$ cat config.mk
export PLATFORM = sky130hd
export DESIGN_NAME = fetch_top
export DESIGN_NICKNAME = d
export VERILOG_FILES = /design/src/hw/fetch_pkg.sv /design/src/hw/inst_sram_pkg.sv /design/src/hw/fetch_top.sv /design/src/hw/if_stage.sv /design/src/hw/inst_sram.sv /design/src/hw/pc_gen.sv
export VERILOG_INCLUDE_DIRS = /design/src /design/src/hw
export SDC_FILE = /design/constraint.sdc
export NUM_CORES = 1
export LEC_CHECK = 0
export BUFFER_PORTS_ARGS = -buffer_cell sky130_fd_sc_hd__buf_2
export CAP_MARGIN = 20
export CORE_ASPECT_RATIO = 1.25
export CORE_MARGIN = 2
export CORE_UTILIZATION = 55
export CTS_BUF_LIST = sky130_fd_sc_hd__clkbuf_16
export DETAILED_ROUTE_END_ITERATION = 10
export GPL_TIMING_DRIVEN = 0
export PLACE_DENSITY_LB_ADDON = 0.12
export RECOVER_POWER = 50
export SLEW_MARGIN = 20
export SYNTH_ARGS = -nofsm -noshare
export SYNTH_HDL_FRONTEND = slang
export SYNTH_SLANG_ARGS = --single-unit
$ cat constraint.sdc
create_clock -name i_clk -period 4.4 [get_ports i_clk]
set_input_delay 0.22 -clock i_clk [delete_from_list [all_inputs] [get_ports i_clk]]
set_output_delay 0.22 -clock i_clk [all_outputs]
set_load 0.02 [all_outputs]
$ cat src/hw/fetch_defs.svh
// fetch front end widths, reset pc and memory size; include wherever these values are needed
`ifndef FETCH_DEFS_SVH
`define FETCH_DEFS_SVH

// datapath widths
`define FETCH_PC_WD          32
`define FETCH_INST_WD        32
`define FETCH_SRAM_DATA_WD   64   // one memory beat holds two instructions
`define FETCH_SRAM_ADDR_WD   32

// first fetch address out of reset
`define FETCH_PC_RESETVAL    32'h8000_0000

// 64-bit words in the instruction memory indexed by addr[7:3]
`define FETCH_MEM_WORDS      32

`endif

$ cat src/verification/inst_mem.hex
// each line is one 64-bit beat covering 8 bytes of code, line n at byte offset n*8
// left 32 bits hold the word with pc[2]=1 and right 32 bits the word with pc[2]=0
3c01fb042402ff00
3c01f30c2402f708
3c01eb142402ef10
3c01e31c2402e718
3c01db242402df20
3c01d32c2402d728
3c01cb342402cf30
3c01c33c2402c738
3c01bb442402bf40
3c01b34c2402b748
3c01ab542402af50
3c01a35c2402a758
3c019b6424029f60
3c01936c24029768
3c018b7424028f70
3c01837c24028778
3c017b8424027f80
3c01738c24027788
3c016b9424026f90
3c01639c24026798
3c015ba424025fa0
3c0153ac240257a8
3c014bb424024fb0
3c0143bc240247b8
3c013bc424023fc0
3c0133cc240237c8
3c012bd424022fd0
3c0123dc240227d8
3c011be424021fe0
3c0113ec240217e8
3c010bf424020ff0
3c0103fc240207f8
$ cat src/hw/fetch_pkg.sv
// pipeline bus types between the fetch stage and decode; import where these buses are used
package fetch_pkg;

  `include "fetch_defs.svh"

  // branch bus from decode
  typedef struct packed {
    logic                      stall;   // load-to-branch hazard, hold fetch
    logic                      taken;   // redirect request
    logic [`FETCH_PC_WD-1:0]   target;  // redirect pc
  } br_bus_t;

  // fetched item handed to decode
  typedef struct packed {
    logic [`FETCH_INST_WD-1:0] inst;
    logic [`FETCH_PC_WD-1:0]   pc;
  } fs_to_ds_bus_t;

endpackage

$ cat src/hw/inst_sram_pkg.sv
// request and response types of the instruction memory port; import on both sides of the port
package inst_sram_pkg;

  `include "fetch_defs.svh"

  // read request with an 8-byte aligned addr
  typedef struct packed {
    logic                           ren;
    logic [`FETCH_SRAM_ADDR_WD-1:0] addr;
  } inst_sram_req_t;

  // handshake flags and read data
  typedef struct packed {
    logic                           addr_ok;  // request taken this cycle
    logic                           data_ok;  // rdata valid this cycle
    logic [`FETCH_SRAM_DATA_WD-1:0] rdata;
  } inst_sram_rsp_t;

endpackage

$ cat src/hw/fetch_top.sv
// fetch front end top, fetch stage plus instruction memory; the unit under test
`timescale 1ns/1ps

module fetch_top
  import fetch_pkg::*;
  import inst_sram_pkg::*;
#(
  parameter int MEM_LATENCY = 1
) (
  input  logic          i_clk,
  input  logic          i_reset,
  input  br_bus_t       i_br_bus,
  input  logic          i_ds_allowin,
  output logic          o_fs_to_ds_valid,
  output fs_to_ds_bus_t o_fs_to_ds_bus
);

  inst_sram_req_t sram_req;
  inst_sram_rsp_t sram_rsp;

  if_stage u_if_stage (
    .i_clk            (i_clk),
    .i_reset          (i_reset),
    .i_ds_allowin     (i_ds_allowin),
    .i_br_bus         (i_br_bus),
    .o_fs_to_ds_valid (o_fs_to_ds_valid),
    .o_fs_to_ds_bus   (o_fs_to_ds_bus),
    .o_sram_req       (sram_req),
    .i_sram_rsp       (sram_rsp)
  );

  inst_sram #(
    .LATENCY (MEM_LATENCY)
  ) u_inst_sram (
    .i_clk   (i_clk),
    .i_reset (i_reset),
    .i_req   (sram_req),
    .o_rsp   (sram_rsp)
  );

endmodule

$ cat src/hw/if_stage.sv
// instruction fetch stage with pre-fetch issue and valid/allowin output; used by fetch_top
`timescale 1ns/1ps

`include "fetch_defs.svh"

module if_stage
  import fetch_pkg::*;
  import inst_sram_pkg::*;
(
  input  logic           i_clk,
  input  logic           i_reset,
  // from decode
  input  logic           i_ds_allowin,
  input  br_bus_t        i_br_bus,
  // to decode
  output logic           o_fs_to_ds_valid,
  output fs_to_ds_bus_t  o_fs_to_ds_bus,
  // instruction memory port
  output inst_sram_req_t o_sram_req,
  input  inst_sram_rsp_t i_sram_rsp
);

  logic                      fetch_en_q;   // pre-fetch starts one cycle after reset
  logic                      fs_valid_q;
  logic [`FETCH_PC_WD-1:0]   fs_pc_q;
  logic                      buf_valid_q;  // instruction already returned
  logic [`FETCH_INST_WD-1:0] buf_inst_q;

  logic                      fs_ready_go;
  logic                      fs_allowin;
  logic                      fs_leave;
  logic                      issue;
  logic [`FETCH_PC_WD-1:0]   next_pc;
  logic [`FETCH_INST_WD-1:0] sel_inst;

  // pre-if request goes out whenever the stage can take a new item
  assign o_sram_req.ren = fetch_en_q & fs_allowin & ~i_br_bus.stall;
  assign issue          = o_sram_req.ren & i_sram_rsp.addr_ok;

  assign fs_ready_go = i_sram_rsp.data_ok | buf_valid_q;
  assign fs_allowin  = ~fs_valid_q | (fs_ready_go & i_ds_allowin);
  assign fs_leave    = fs_valid_q & fs_ready_go & i_ds_allowin;

  pc_gen u_pc_gen (
    .i_clk       (i_clk),
    .i_reset     (i_reset),
    .i_load      (issue),
    .i_br        (i_br_bus),
    .o_pc        (next_pc),
    .o_sram_addr (o_sram_req.addr)
  );

  always_ff @(posedge i_clk) begin
    if (i_reset) begin
      fetch_en_q <= 1'b0;
      fs_valid_q <= 1'b0;
    end else begin
      fetch_en_q <= 1'b1;
      if (fs_allowin) begin
        fs_valid_q <= issue;
      end
    end
  end

  always_ff @(posedge i_clk) begin
    if (issue) begin
      fs_pc_q <= next_pc;
    end
  end

  // pc[2] picks the word of the 64-bit beat
  assign sel_inst = fs_pc_q[2] ? i_sram_rsp.rdata[63:32] : i_sram_rsp.rdata[31:0];

  // keep the returned word while decode holds us off
  always_ff @(posedge i_clk) begin
    if (i_reset) begin
      buf_valid_q <= 1'b0;
    end else if (fs_leave) begin
      buf_valid_q <= 1'b0;
    end else if (i_sram_rsp.data_ok) begin
      buf_valid_q <= 1'b1;
    end
  end

  always_ff @(posedge i_clk) begin
    if (i_sram_rsp.data_ok) begin
      buf_inst_q <= sel_inst;
    end
  end

  assign o_fs_to_ds_valid    = fs_valid_q & fs_ready_go;
  assign o_fs_to_ds_bus.inst = buf_valid_q ? buf_inst_q : sel_inst;
  assign o_fs_to_ds_bus.pc   = fs_pc_q;

endmodule

$ cat src/hw/inst_sram.sv
// instruction memory model with addr_ok/data_ok and fixed read latency; behind the fetch stage
`timescale 1ns/1ps

`include "fetch_defs.svh"

module inst_sram
  import inst_sram_pkg::*;
#(
  parameter int LATENCY = 1     // 1 to 4 cycles from accept to data_ok
) (
  input  logic           i_clk,
  input  logic           i_reset,
  input  inst_sram_req_t i_req,
  output inst_sram_rsp_t o_rsp
);

  localparam int         IDX_WD   = $clog2(`FETCH_MEM_WORDS);
  localparam logic [1:0] LAT_INIT = 2'(LATENCY - 1);

  logic [`FETCH_SRAM_DATA_WD-1:0] mem [`FETCH_MEM_WORDS];

  logic              busy_q;
  logic [1:0]        lat_cnt_q;
  logic [IDX_WD-1:0] idx_q;      // word index of the accepted read
  logic              accept;
  logic              data_ok;

  initial begin
    $readmemh("/design/src/verification/inst_mem.hex", mem);
  end

  assign accept  = i_req.ren & ~busy_q;
  assign data_ok = busy_q & (lat_cnt_q == 2'd0);

  always_ff @(posedge i_clk) begin
    if (i_reset) begin
      busy_q    <= 1'b0;
      lat_cnt_q <= 2'd0;
    end else if (accept) begin
      busy_q    <= 1'b1;
      lat_cnt_q <= LAT_INIT;
    end else if (data_ok) begin
      busy_q    <= 1'b0;             // one outstanding read at a time
    end else if (busy_q) begin
      lat_cnt_q <= lat_cnt_q - 2'd1;
    end
  end

  // addresses wrap every 256 bytes
  always_ff @(posedge i_clk) begin
    if (accept) begin
      idx_q <= i_req.addr[IDX_WD+2:3];
    end
  end

  assign o_rsp.addr_ok = ~busy_q;
  assign o_rsp.data_ok = data_ok;
  assign o_rsp.rdata   = mem[idx_q];   // only meaningful with data_ok

endmodule

$ cat src/hw/pc_gen.sv
// fetch program counter with a pending redirect; instantiated inside the fetch stage
`timescale 1ns/1ps

`include "fetch_defs.svh"

module pc_gen
  import fetch_pkg::*;
(
  input  logic                           i_clk,
  input  logic                           i_reset,
  input  logic                           i_load,       // fetch issued this cycle
  input  br_bus_t                        i_br,
  output logic [`FETCH_PC_WD-1:0]        o_pc,
  output logic [`FETCH_SRAM_ADDR_WD-1:0] o_sram_addr
);

  localparam logic [`FETCH_PC_WD-1:0] PC_STEP = 4;

  logic [`FETCH_PC_WD-1:0] pc_q;
  logic                    redir_pend_q;
  logic [`FETCH_PC_WD-1:0] redir_target_q;
  logic                    redir;
  logic [`FETCH_PC_WD-1:0] redir_target;
  logic [`FETCH_PC_WD-1:0] pc_next;

  // a taken pulse in the load cycle counts as pending
  assign redir        = redir_pend_q | i_br.taken;
  assign redir_target = i_br.taken ? i_br.target : redir_target_q;
  assign pc_next      = redir ? redir_target : pc_q + PC_STEP;

  always_ff @(posedge i_clk) begin
    if (i_reset) begin
      pc_q         <= `FETCH_PC_RESETVAL;
      redir_pend_q <= 1'b0;
    end else if (i_load) begin
      pc_q         <= pc_next;
      redir_pend_q <= 1'b0;          // consumed by this issue
    end else if (i_br.taken) begin
      redir_pend_q <= 1'b1;          // hold until next issue
    end
  end

  always_ff @(posedge i_clk) begin
    if (i_br.taken) begin
      redir_target_q <= i_br.target;
    end
  end

  assign o_pc        = pc_q;
  assign o_sram_addr = {pc_q[`FETCH_SRAM_ADDR_WD-1:3], 3'b000};  // beat aligned

endmodule

==> impl_results.md, run 1 <==
- Status: finished, final reports clean
- Fmax: 373 MHz
- Post-Syn Area: 4450 µm²
- Max Buffers Root-to-Sink: 2
- Met3 wire len: approximately 980 µm
- Tcrit/Tclk final: 0.609
- Final Setup Violations: 0
- Asr flop ratio synth: 0
- Clk root buf: clkbuf_16
- Worst Hold Class: primary input to flop
- DRC errors left: 0
- Core Util, Final: 0.668
- Cts repair resizes: 0
- Number of routed nets with antenna violations: 0
- # rows: 36
- Wire length per cell: 16.8 µm
- Sw frac: 0.254
- Yosys top cell area share: 0.319
- Max cap viols: 0
- Setup TNS: 0 ps
- Top cells by area, synth: dfxtp_1 32%, edfxtp_1 22%, mux2_2 8.1%
- Maximum vdd drop: about 270 µV
- Number of buffers added for setup after CTS: 0
- Initial Util: 0.568
- GRT Resource Usage Total: 0.248
- Crit start category: flop
- CP Launch Point: u_inst_sram.busy_q
- Post-synth EDFFs: 32
- Xor-xnor portion of the synthesized cell area: 0.00197
- Largest net degree at the start of global routing: 42
- Crit end category: flop
- I/O Buffers: 67
- First-pass GRT wire length: 17300 µm
- Worst path arrival time: 2640 ps
- I/O pin total: 102
- Filler Cell Count: 664
- Initial antenna violation count: 0
- Post-synthesis mux area share: 0.0831
- Relative slew margins: 0.346
- First DRT Iteration DRCs: 351
- Remaining global-route overflow: 0
- Ratio of cells with drive above 1 in the final layout: 0.207
- Seq/Total Area, Yosys: 0.535
- Internal power component: 1520 µW
- Worst endpoint required time: 4360 ps
- RSZ-0062 raised after global routing: false
- Largest family of logic cells by synthesized area: compound AO/OA/AOI/OAI gates
- Core area: 7840 µm²
- Clock transition at path regs: 60 ps
- Die Y: 105 µm
- Post-Synth Adder-Cell Area: 0.00562
- Final min period: 2680 ps
- Synthesized instance count: 432
- M1 WL: 4350 µm
- GP Congestion: approximately 0.9
- Cts bufs inserted: 9
- Finished Layout Cells: 641
- P_leak: 0.00206 µW
- Vias/cell: 5.74
- Clk sink count: 103
- Worst r2r src: u_inst_sram.busy_q
- Top_reg_cell synth: dfxtp_1
- Nets: 580
- Least-Margin Pin Slew: 981 ps
- Net Sw Power: 517 µW
- Gate power share: 0.128
- Clock share of power: 0.340
- Synth top cells by count: 71 x dfxtp_1, 38 x nand2_1, 32 x buf_4, 32 x edfxtp_1, 32 x mux2_2
- Placed cells: 625
- Met2 wire len: 5240 µm
- Synth area leader: dfxtp_1
- H-tree depth: 3
- Post-DP HPWL: about 7300 µm
- CTS tree: built
- Synth cell types: 54
- Slew Viols, Final: 0
- Area Overhead vs Synth: 17.6%
- Setup CP Type: flop to flop
- Compound-gate portion of the synthesized area: 0.150
- Mapped Avg Cell Area: 10.3 µm²
- Clock latency on the worst-skew pair: 340 ps
- Drt total wl: 10800 µm
- Die width: 84.5 µm
- Diode count: 0
- Flop pwr share: 0.532
- Pre-antenna DRT Iters: 6
- Vias in the first global route: 3443
- Crit-path max FO: 41
- Post-synthesis simple-gate area fraction: 0.140
- Worst Skew: 3.86 ps
- DIE AREA: 8840 µm²
- Synth Register Bits: just over 100
- Final hold vios: 0
- Post-CTS Hold Buffers: 0
- Worst hold start: i_ds_allowin
- P per Cell Area: 388 nW/µm²
- Synth warn: 0
- Top-count cell post-synth: dfxtp_1
- Routed via count: 3682
- Uppermost routed layer: met4
==> worst max-delay path, stage by stage, from the launching register on <==
cell     delay, ps
dfxtp_1        340
or3b_2         480
or2_2          310
inv_1          120
buf_2          240
buf_2          800
==> final timing paths <==
| check | endpoint | slack, ps | cells past startpoint |
|---|---|---|---|
| max | u_if_stage.fs_pc_q[27] | 1720 | 5 |
| min | u_if_stage.buf_valid_q | 100 | 2 |
| max reg2reg | u_if_stage.fs_pc_q[27] | 1720 | 5 |
| min reg2reg | u_if_stage.fs_pc_q[1] | 430 | 0 |
==> cells by family (layout without fill, tap and decap cells) <==
kind of cell,count (synthesis),count (layout)
AND/OR/NAND/NOR,124,124
flip-flops,103,103
buffers and inverters,65,148
adder cells (fa/ha/maj),2,2
other,1,32
AO/OA/AOI/OAI,103,103
XOR/XNOR,1,1
multiplexers,33,33
==> registers in the layout (all words and copies together), names as in the netlist <==
name,count
u_inst_sram.lat_cnt_q,2
u_if_stage.fs_valid_q,1
u_if_stage.u_pc_gen.o_pc,32
u_if_stage.u_pc_gen.redir_pend_q,1
u_if_stage.fetch_en_q,1
u_inst_sram.busy_q,1
u_if_stage.fs_pc_q,32
u_if_stage.buf_valid_q,1
u_if_stage.u_pc_gen.redir_target_q,32
==> metrics by stage <==
step	cell area (µm²)	total power (µW)	setup slack, ps	hold WS, ps
finish	5240	2030	1720	99.4
global route	5240	2120	1620	106
CTS	5280	2040	1750	94.7
detailed placement	5020	1360	1760	422
global placement	5020	1360	1810	414
floorplan	4570	1280	2170	324
==> layout by cell type, fill, tap and decap left out, drive strengths merged, types with 2 or more instances in the layout <==
cell type  Yosys  final
clkbuf        21     62
mux2          32     32
a22oi          4      4
o22ai          4      4
o21ai         22     22
and4           7      7
ha             2      2
conb           1     32
buf           39     74
or2            2      2
a31oi          9      9
and2           3      3
o221a          2      2
nand2         38     38
and3           4      4
nor2b          2      2
o31ai          4      4
inv            5      9
a21oi         25     25
or4            2      2
a311oi         4      4
or3            2      2
nor2          29     29
a21o           7      7
nor3           9      9
a211oi         8      8
a2111oi        2      2
nand3         14     14
nand4          8      8
dfxtp         71     71
clkinv         0      3
edfxtp        32     32
==> power by group through the flow <==
stage	Clock (µW)	Combinational (µW)	Sequential [µW]
after CTS	698	265	1080
final	692	261	1080
after global routing	746	284	1090
after global placement	0	259	1100
after detailed placement	0	263	1100
after floorplan	0	176	1110
==> final cells by class <==
type	count	area, µm²	share of cell area
inverters	5	18.8	0.00358
clock buffers	9	225	0.0430
plain buffers	60	354	0.0676
multi-input cells	295	1820	0.347
clock inverters	7	27.5	0.00526
repair buffers	67	295	0.0564
flip-flops and latches	103	2380	0.455
well taps	95	119	0.0227
==> layer usage <==
| metal | global-route usage | vias to the layer above |
|---|---|---|
| met5 | 0 | - |
| met4 | 0.104 | 0 |
| met3 | 0.0427 | 24 |
| met2 | 0.402 | 215 |
| met1 | 0.328 | 1702 |
| li1 | - | 1741 |
Power figures use the tool's default switching activity.
==> run 2, diff against run 1 <==
--- a/config.mk
+++ b/config.mk
@@ -10,7 +10,7 @@
 export CAP_MARGIN = 20
 export CORE_ASPECT_RATIO = 1.25
 export CORE_MARGIN = 2
-export CORE_UTILIZATION = 55
+export CORE_UTILIZATION = 48
 export CTS_BUF_LIST = sky130_fd_sc_hd__clkbuf_16
 export DETAILED_ROUTE_END_ITERATION = 10
 export GPL_TIMING_DRIVEN = 0
==> constraint.sdc (replaced) <==
create_clock -name i_clk -period 2.2 [get_ports i_clk]
set_input_delay 0.11 -clock i_clk [delete_from_list [all_inputs] [get_ports i_clk]]
set_output_delay 0.11 -clock i_clk [all_outputs]
set_load 0.02 [all_outputs]
==> run 2 against run 1 <==
  * Count of clock-buffer cells in the layout unchanged
  * Routed wire length increased by 2.6%
  * Flip-flop and latch count unchanged
  * Highest routed layer unchanged
==> impl_results.md, run 2 (synthesized netlist as in run 1, its figures left out) <==
- Clk root buf: clkbuf_16
- Crit start category: flop
- Routed via count: 3647 (-0.95%)
- Core area: 9080 µm² (+16%)
- Clock transition at path regs: 60 ps (about the same)
- Die Y: 112 µm (+6.8%)
- Most frequent cells in the layout: 69 x dfxtp_1, 49 x clkbuf_1, 39 x buf_2
- Worst r2r src: u_if_stage.u_pc_gen.o_pc[16]
- RSZ-0062 raised after global routing: true
- Diode count: 0 (unchanged)
- Vias/cell: 5.46 (-5.0%)
- Worst reg2reg path depth: 5 (unchanged)
- DRC errors left: 0 (unchanged)
- Wire length per cell: 16.5 µm (-1.6%)
- Crit end category: flop
- R2r endpoint: u_if_stage.u_pc_gen.o_pc[27]
- GRT Resource Usage Total: 0.221 (-0.0277)
- Nets: 580 (unchanged)
- Tcrit/Tclk final: 0.964 (+0.355)
- Commonest non-fill, non-tap cell in the layout: dfxtp_1
- FF-to-FF setup slack: 80 ps (-1640 ps)
- Hold_ws: 5.29 ps (-94.1 ps)
- Setup CP Type: flop to flop
- GP Congestion: 0.870 (-3.5%)
- Initial Util: 0.491 (-0.0776)
- Vias in the first global route: 3446 (+0.087%)
- P per Cell Area: 780 nW/µm² (+100%)
- Max cap viols: 0 (unchanged)
- P_leak: 0.00210 µW (+1.7%)
- DP Worst Slack: -234 ps (-1990 ps)
- I/O pin total: 102 (unchanged)
- First DRT Iteration DRCs: 244 (-30%)
- Finished Layout Cells: 668 (+4.2%)
- Remaining global-route overflow: 0 (unchanged)
- Initial antenna violation count: 0 (unchanged)
- Fin worst setup slack: 79.1 ps (-1640 ps)
- Area Overhead vs Synth: 20.3%
- Filler Cell Count: 825 (+24%)
- # rows: 39 (+8.3%)
- Status: finished, final reports clean
- Crit-path max FO: 7 (-83%)
- Worst Hold Class: primary input to flop
- Total power: 4180 µW (+110%)
- Largest net degree at the start of global routing: 42 (unchanged)
- Worst hold start: i_br_bus[1]
- Post-DP HPWL: 7480 µm (+2.4%)
- Clk sink count: 103 (unchanged)
- Cts bufs inserted: 9 (unchanged)
- H-tree depth: 3 (unchanged)
- Maximum vdd drop: 479 µV (+76%)
- Worst hold stages: 2 (unchanged)
- Placed cells: 653 (+4.5%)
- Max Buffers Root-to-Sink: 2 (unchanged)
- Final hold vios: 0 (unchanged)
- Ratio of cells with drive above 1 in the final layout: 0.229 (+0.0224)
- Final Setup Violations: 0 (unchanged)
- Worst Hold Path EP: u_if_stage.u_pc_gen.redir_target_q[1]
- Worst endpoint required time: 2480 ps (-1880 ps)
- First-pass GRT wire length: 17500 µm (+0.80%)
- Pre-antenna DRT Iters: 5 (-1)
- Worst path arrival time: 2400 ps (-240 ps)
- Fmax: 471 MHz (+26%)
- Number of routed nets with antenna violations: 0 (unchanged)
- Final min period: 2120 ps (-559 ps)
- Drt total wl: 11000 µm (+2.6%)
- Die width: 90.2 µm (+6.7%)
- Least-Margin Pin Slew: 820 ps (-161 ps)
- Worst Skew: 4.00 ps (+0.149 ps)
- DIE AREA: 10100 µm² (+14%)
- Slew Viols, Final: 0 (unchanged)
- I/O Buffers: 67 (unchanged)
- Relative slew margins: 0.453 (+0.107)
- Clock latency on the worst-skew pair: 340 ps (about the same)
- CTS tree: built
==> run 2: changes by cell type in the layout (fill, tap and decap cells not counted), moves of 2 or more <==
cell / previous run / this run
and4_1: 7 / 5
dfxtp_1: 71 / 69
mux2_2: 19 / 21
clkbuf_2: 0 / 2
and4_2: 0 / 2
buf_4: 32 / 34
buf_2: 42 / 39
mux2_1: 13 / 11
clkbuf_1: 53 / 49
==> run 2: cell type report <==
class / instances / area (µm²) / share of cell area
flip-flops and latches: 103 / 2390 / 0.445
multi-input cells: 295 / 1840 / 0.344
plain buffers: 59 / 377 / 0.0703
repair buffers: 68 / 305 / 0.0570
clock buffers: 9 / 225 / 0.0420
well taps: 123 / 154 / 0.0287
clock inverters: 6 / 48.8 / 0.00911
inverters: 5 / 18.8 / 0.00350
==> run 2: worst max-delay path, stage by stage, from the launching register on <==
cell and delay [ps]:
dfxtp_1 480, nand4_2 240, or4_4 610, or4_1 480
o21ai_1 140, o2bb2ai_1 120
==> run 2: how the worst max path moves through the flow <==
stage / from / endpoint
finish: u_if_stage.u_pc_gen.o_pc[16] / u_if_stage.u_pc_gen.o_pc[27]
global route: u_if_stage.u_pc_gen.o_pc[3] / u_if_stage.u_pc_gen.o_pc[22]
CTS: u_inst_sram.busy_q / u_if_stage.u_pc_gen.o_pc[30]
detailed placement: u_if_stage.u_pc_gen.o_pc[2] / u_if_stage.u_pc_gen.o_pc[30]
global placement: u_if_stage.u_pc_gen.o_pc[2] / u_if_stage.u_pc_gen.o_pc[28]
floorplan: u_inst_sram.busy_q / u_if_stage.fs_pc_q[0]
==> run 2: power by group <==
group	internal, µW	switching, µW	total [µW]	leakage, µW
sequential	2090	66.6	2160	0.000893
clock	855	632	1490	0.000144
combinational	208	328	536	0.00106
==> run 2: routing by layer <==
| layer | vias up | GRT usage | routed length [µm] |
|---|---|---|---|
| met1 | 1689 | 0.288 | 4570 |
| met4 | 0 | 0.0923 | 237 |
| met5 | - | 0 | 0 |
| met2 | 197 | 0.359 | 5370 |
| li1 | 1739 | - | - |
| met3 | 22 | 0.0460 | 869 |
==> run 2: stage by stage <==
stage	cell area (µm²)	setup TNS (ps)	util
after floorplan	4570	0	-
after global placement	5060	-5170	0.558
after detailed placement	5060	-5930	0.558
after CTS	5360	0	0.591
after global routing	5360	0	0.590
final	5360	0	0.590
==> run 2: timing repair <==
item,CTS,global route
setup endpoints to repair,51,48
buffers inserted,0,0
hold buffers,1,0
endpoints found under the hold margin,1,0
resized for setup,8,17
==> run 3, diff against run 2 <==
--- a/config.mk
+++ b/config.mk
@@ -8,9 +8,11 @@
 export LEC_CHECK = 0
 export BUFFER_PORTS_ARGS = -buffer_cell sky130_fd_sc_hd__buf_2
 export CAP_MARGIN = 20
+export CELL_PAD_IN_SITES_DETAIL_PLACEMENT = 0
+export CELL_PAD_IN_SITES_GLOBAL_PLACEMENT = 1
 export CORE_ASPECT_RATIO = 1.25
 export CORE_MARGIN = 2
-export CORE_UTILIZATION = 48
+export CORE_UTILIZATION = 37
 export CTS_BUF_LIST = sky130_fd_sc_hd__clkbuf_16
 export DETAILED_ROUTE_END_ITERATION = 10
 export GPL_TIMING_DRIVEN = 0
==> run 3 against run 2 <==
  * Design area increased by 0.58%
  * Clock power is 5% lower
  * Die area is 28% higher
  * Flip-flop and latch count did not move
==> impl_results.md, run 3 (synthesized netlist as in run 1, its figures left out) <==
- Max Buffers Root-to-Sink: 2 (unchanged)
- Die width: 102 µm (+13%)
- Fmax: 482 MHz (+2.2%)
- Worst endpoint required time: 2430 ps (-50 ps)
- P_leak: 0.00209 µW (-0.26%)
- Dpl cell area: 5110 µm² (+0.94%)
- H-tree depth: 3 (unchanged)
- Pre-antenna DRT Iters: 5 (unchanged)
- CTS tree: built
- Gate power share: 0.131 (+0.003)
- Cts bufs inserted: 9 (unchanged)
- Crit start category: flop
- Final hold vios: 0 (unchanged)
- GP Congestion: 0.821 (-5.7%)
- Die Y: 127 µm (+13%)
- Wire length per cell: 16.7 µm (+0.87%)
- Crit-path max FO: 8 (+1)
- Slew Viols, Final: 0 (unchanged)
- Vias/cell: 5.07 (-7.2%)
- Worst Hold Class: primary input to flop
- DRC errors left: 0 (unchanged)
- Relative slew margins: 0.417 (-0.0360)
- Least-Margin Pin Slew: 874 ps (+54.0 ps)
- Setup CP Type: flop to flop
- Crit-path cells: ha_2 -> and4_2 -> and4_1 -> clkbuf_4 -> a21oi_1 -> a41o_1 -> a2111oi_1
- Maximum vdd drop: 415 µV (-14%)
- Max cap viols: 0 (unchanged)
- Worst Skew: 5.46 ps (+1.46 ps)
- Hold_ws: 5.30 ps (+0.00772 ps)
- Tcrit/Tclk final: 0.943 (-0.0206)
- I/O Buffers: 67 (unchanged)
- Total power: 4120 µW (-1.5%)
- Number of routed nets with antenna violations: 0 (unchanged)
- Clock transition at path regs: 60 ps (about the same)
- Area Overhead vs Synth: 21.0%
- First DRT Iteration DRCs: 157 (-36%)
- Clock share of power: 0.344 (-0.012)
- Net Sw Power: 1070 µW (+4.2%)
- I/O pin total: 102 (unchanged)
- Flop pwr share: 0.525 (+0.009)
- CP Launch Point: u_if_stage.u_pc_gen.o_pc[2]
- Number of buffers added for setup after CTS: 0 (unchanged)
- Initial antenna violation count: 0 (unchanged)
- Worst path arrival time: 2310 ps (-90 ps)
- Final min period: 2080 ps (-45.2 ps)
- Status: finished, final reports clean
- Ratio of cells with drive above 1 in the final layout: 0.233 (+0.00324)
- Drt total wl: 11800 µm (+6.8%)
- First-pass GRT wire length: 18200 µm (+4.2%)
- Filler Cell Count: 1166 (+41%)
- Fin area: 5390 µm² (+0.58%)
- WP buf/inv: 1 (+1)
- GRT Resource Usage Total: 0.186 (-0.0345)
- Routed via count: 3581 (-1.8%)
- Nets: 580 (unchanged)
- Core area: 11700 µm² (+29%)
- Most frequent cells in the layout: 69 x dfxtp_1, 49 x clkbuf_1, 38 x buf_2, 38 x nand2_1, 33 x buf_4
- Largest delay share family, worst path: compound AO/OA/AOI/OAI gates
- RSZ-0062 raised after global routing: false
- Remaining global-route overflow: 0 (unchanged)
- Worst hold start: i_br_bus[4]
- Clk sink count: 103 (unchanged)
- Post-DP HPWL: 8060 µm (+7.8%)
- Internal power component: 3050 µW (-3.4%)
- Clock latency on the worst-skew pair: 350 ps (about the same)
- Initial Util: 0.382 (-0.109)
- P per Cell Area: 764 nW/µm² (-2.1%)
- CP max-delay cell: dfxtp_2
- Crit end category: flop
- Clk root buf: clkbuf_16
- Core Util, Final: 0.462 (-0.129)
- Worst path max stage delay: 410 ps (-200 ps)
- Vias in the first global route: 3428 (-0.52%)
- Sw frac: 0.260 (+0.0143)
- Diode count: 0 (unchanged)
- Worst r2r src: u_if_stage.u_pc_gen.o_pc[2]
- Commonest non-fill, non-tap cell in the layout: dfxtp_1
- # rows: 44 (+13%)
- DIE AREA: 12900 µm² (+28%)
- Largest net degree at the start of global routing: 42 (unchanged)
- Final Setup Violations: 0 (unchanged)
-- run 3: cell count changes in the layout (fill, tap and decap cells not counted), sizes merged --
| cell | change |
|---|---|
| clkbuf | +2 |
| inv | +1 |
| buf | -2 |
| clkinvlp | +1 |
| bufinv | -1 |
-- run 3: power groups by stage --
stage                     registers (µW)  clock network, µW  logic, µW
after CTS                           2160               1450        546
after detailed placement            2200                  0        542
final                               2160               1420        539
after floorplan                     2220                  0        352
after global routing                2180               1520        588
after global placement              2200                  0        536
-- run 3: layer usage --
| layer | vias to the layer above | global-route usage | routed length (µm) |
|---|---|---|---|
| li1 | 1740 | - | - |
| met1 | 1680 | 0.239 | 5220 |
| met2 | 142 | 0.304 | 5580 |
| met3 | 19 | 0.0281 | 711 |
| met4 | 0 | 0.0894 | 281 |
| met5 | - | 0 | 0 |
-- run 3: area by class of cell --
type / instances / area (µm²) / area share
Clock buffer: 9 / 225 / 0.0418
Sequential cell: 103 / 2380 / 0.442
Buffer: 59 / 379 / 0.0703
Multi-Input combinational cell: 295 / 1840 / 0.342
Clock inverter: 7 / 33.8 / 0.00627
Tap cell: 161 / 201 / 0.0374
Timing Repair Buffer: 68 / 305 / 0.0566
Inverter: 5 / 18.8 / 0.00348
-- run 3: metrics by stage --
step | setup WS (ps) | TNS [ps] | std cells
3_5_place_dp | -246 | -7370 | 691
2_1_floorplan | 176 | 0 | 463
3_3_place_gp | -207 | -6310 | 691
5_1_grt | 10.5 | 0 | 707
4_1_cts | 11.8 | 0 | 707
6_report | 124 | 0 | 707
-- run 3: final timing paths --
| path | end | slack [ps] | cells past startpoint |
|---|---|---|---|
| setup / recovery | u_if_stage.u_pc_gen.o_pc[22] | 120 | 7 |
| hold / removal | u_if_stage.u_pc_gen.redir_target_q[4] | 5 | 2 |
| setup reg to reg | u_if_stage.u_pc_gen.o_pc[22] | 120 | 7 |
| hold reg to reg | u_if_stage.fs_pc_q[0] | 430 | 0 |
-- run 3: timing repair --
item,in CTS,in global routing
gates resized for setup,6,17
hold buffers,1,0
endpoints found under the setup margin,52,52
endpoints found under the hold margin,1,0
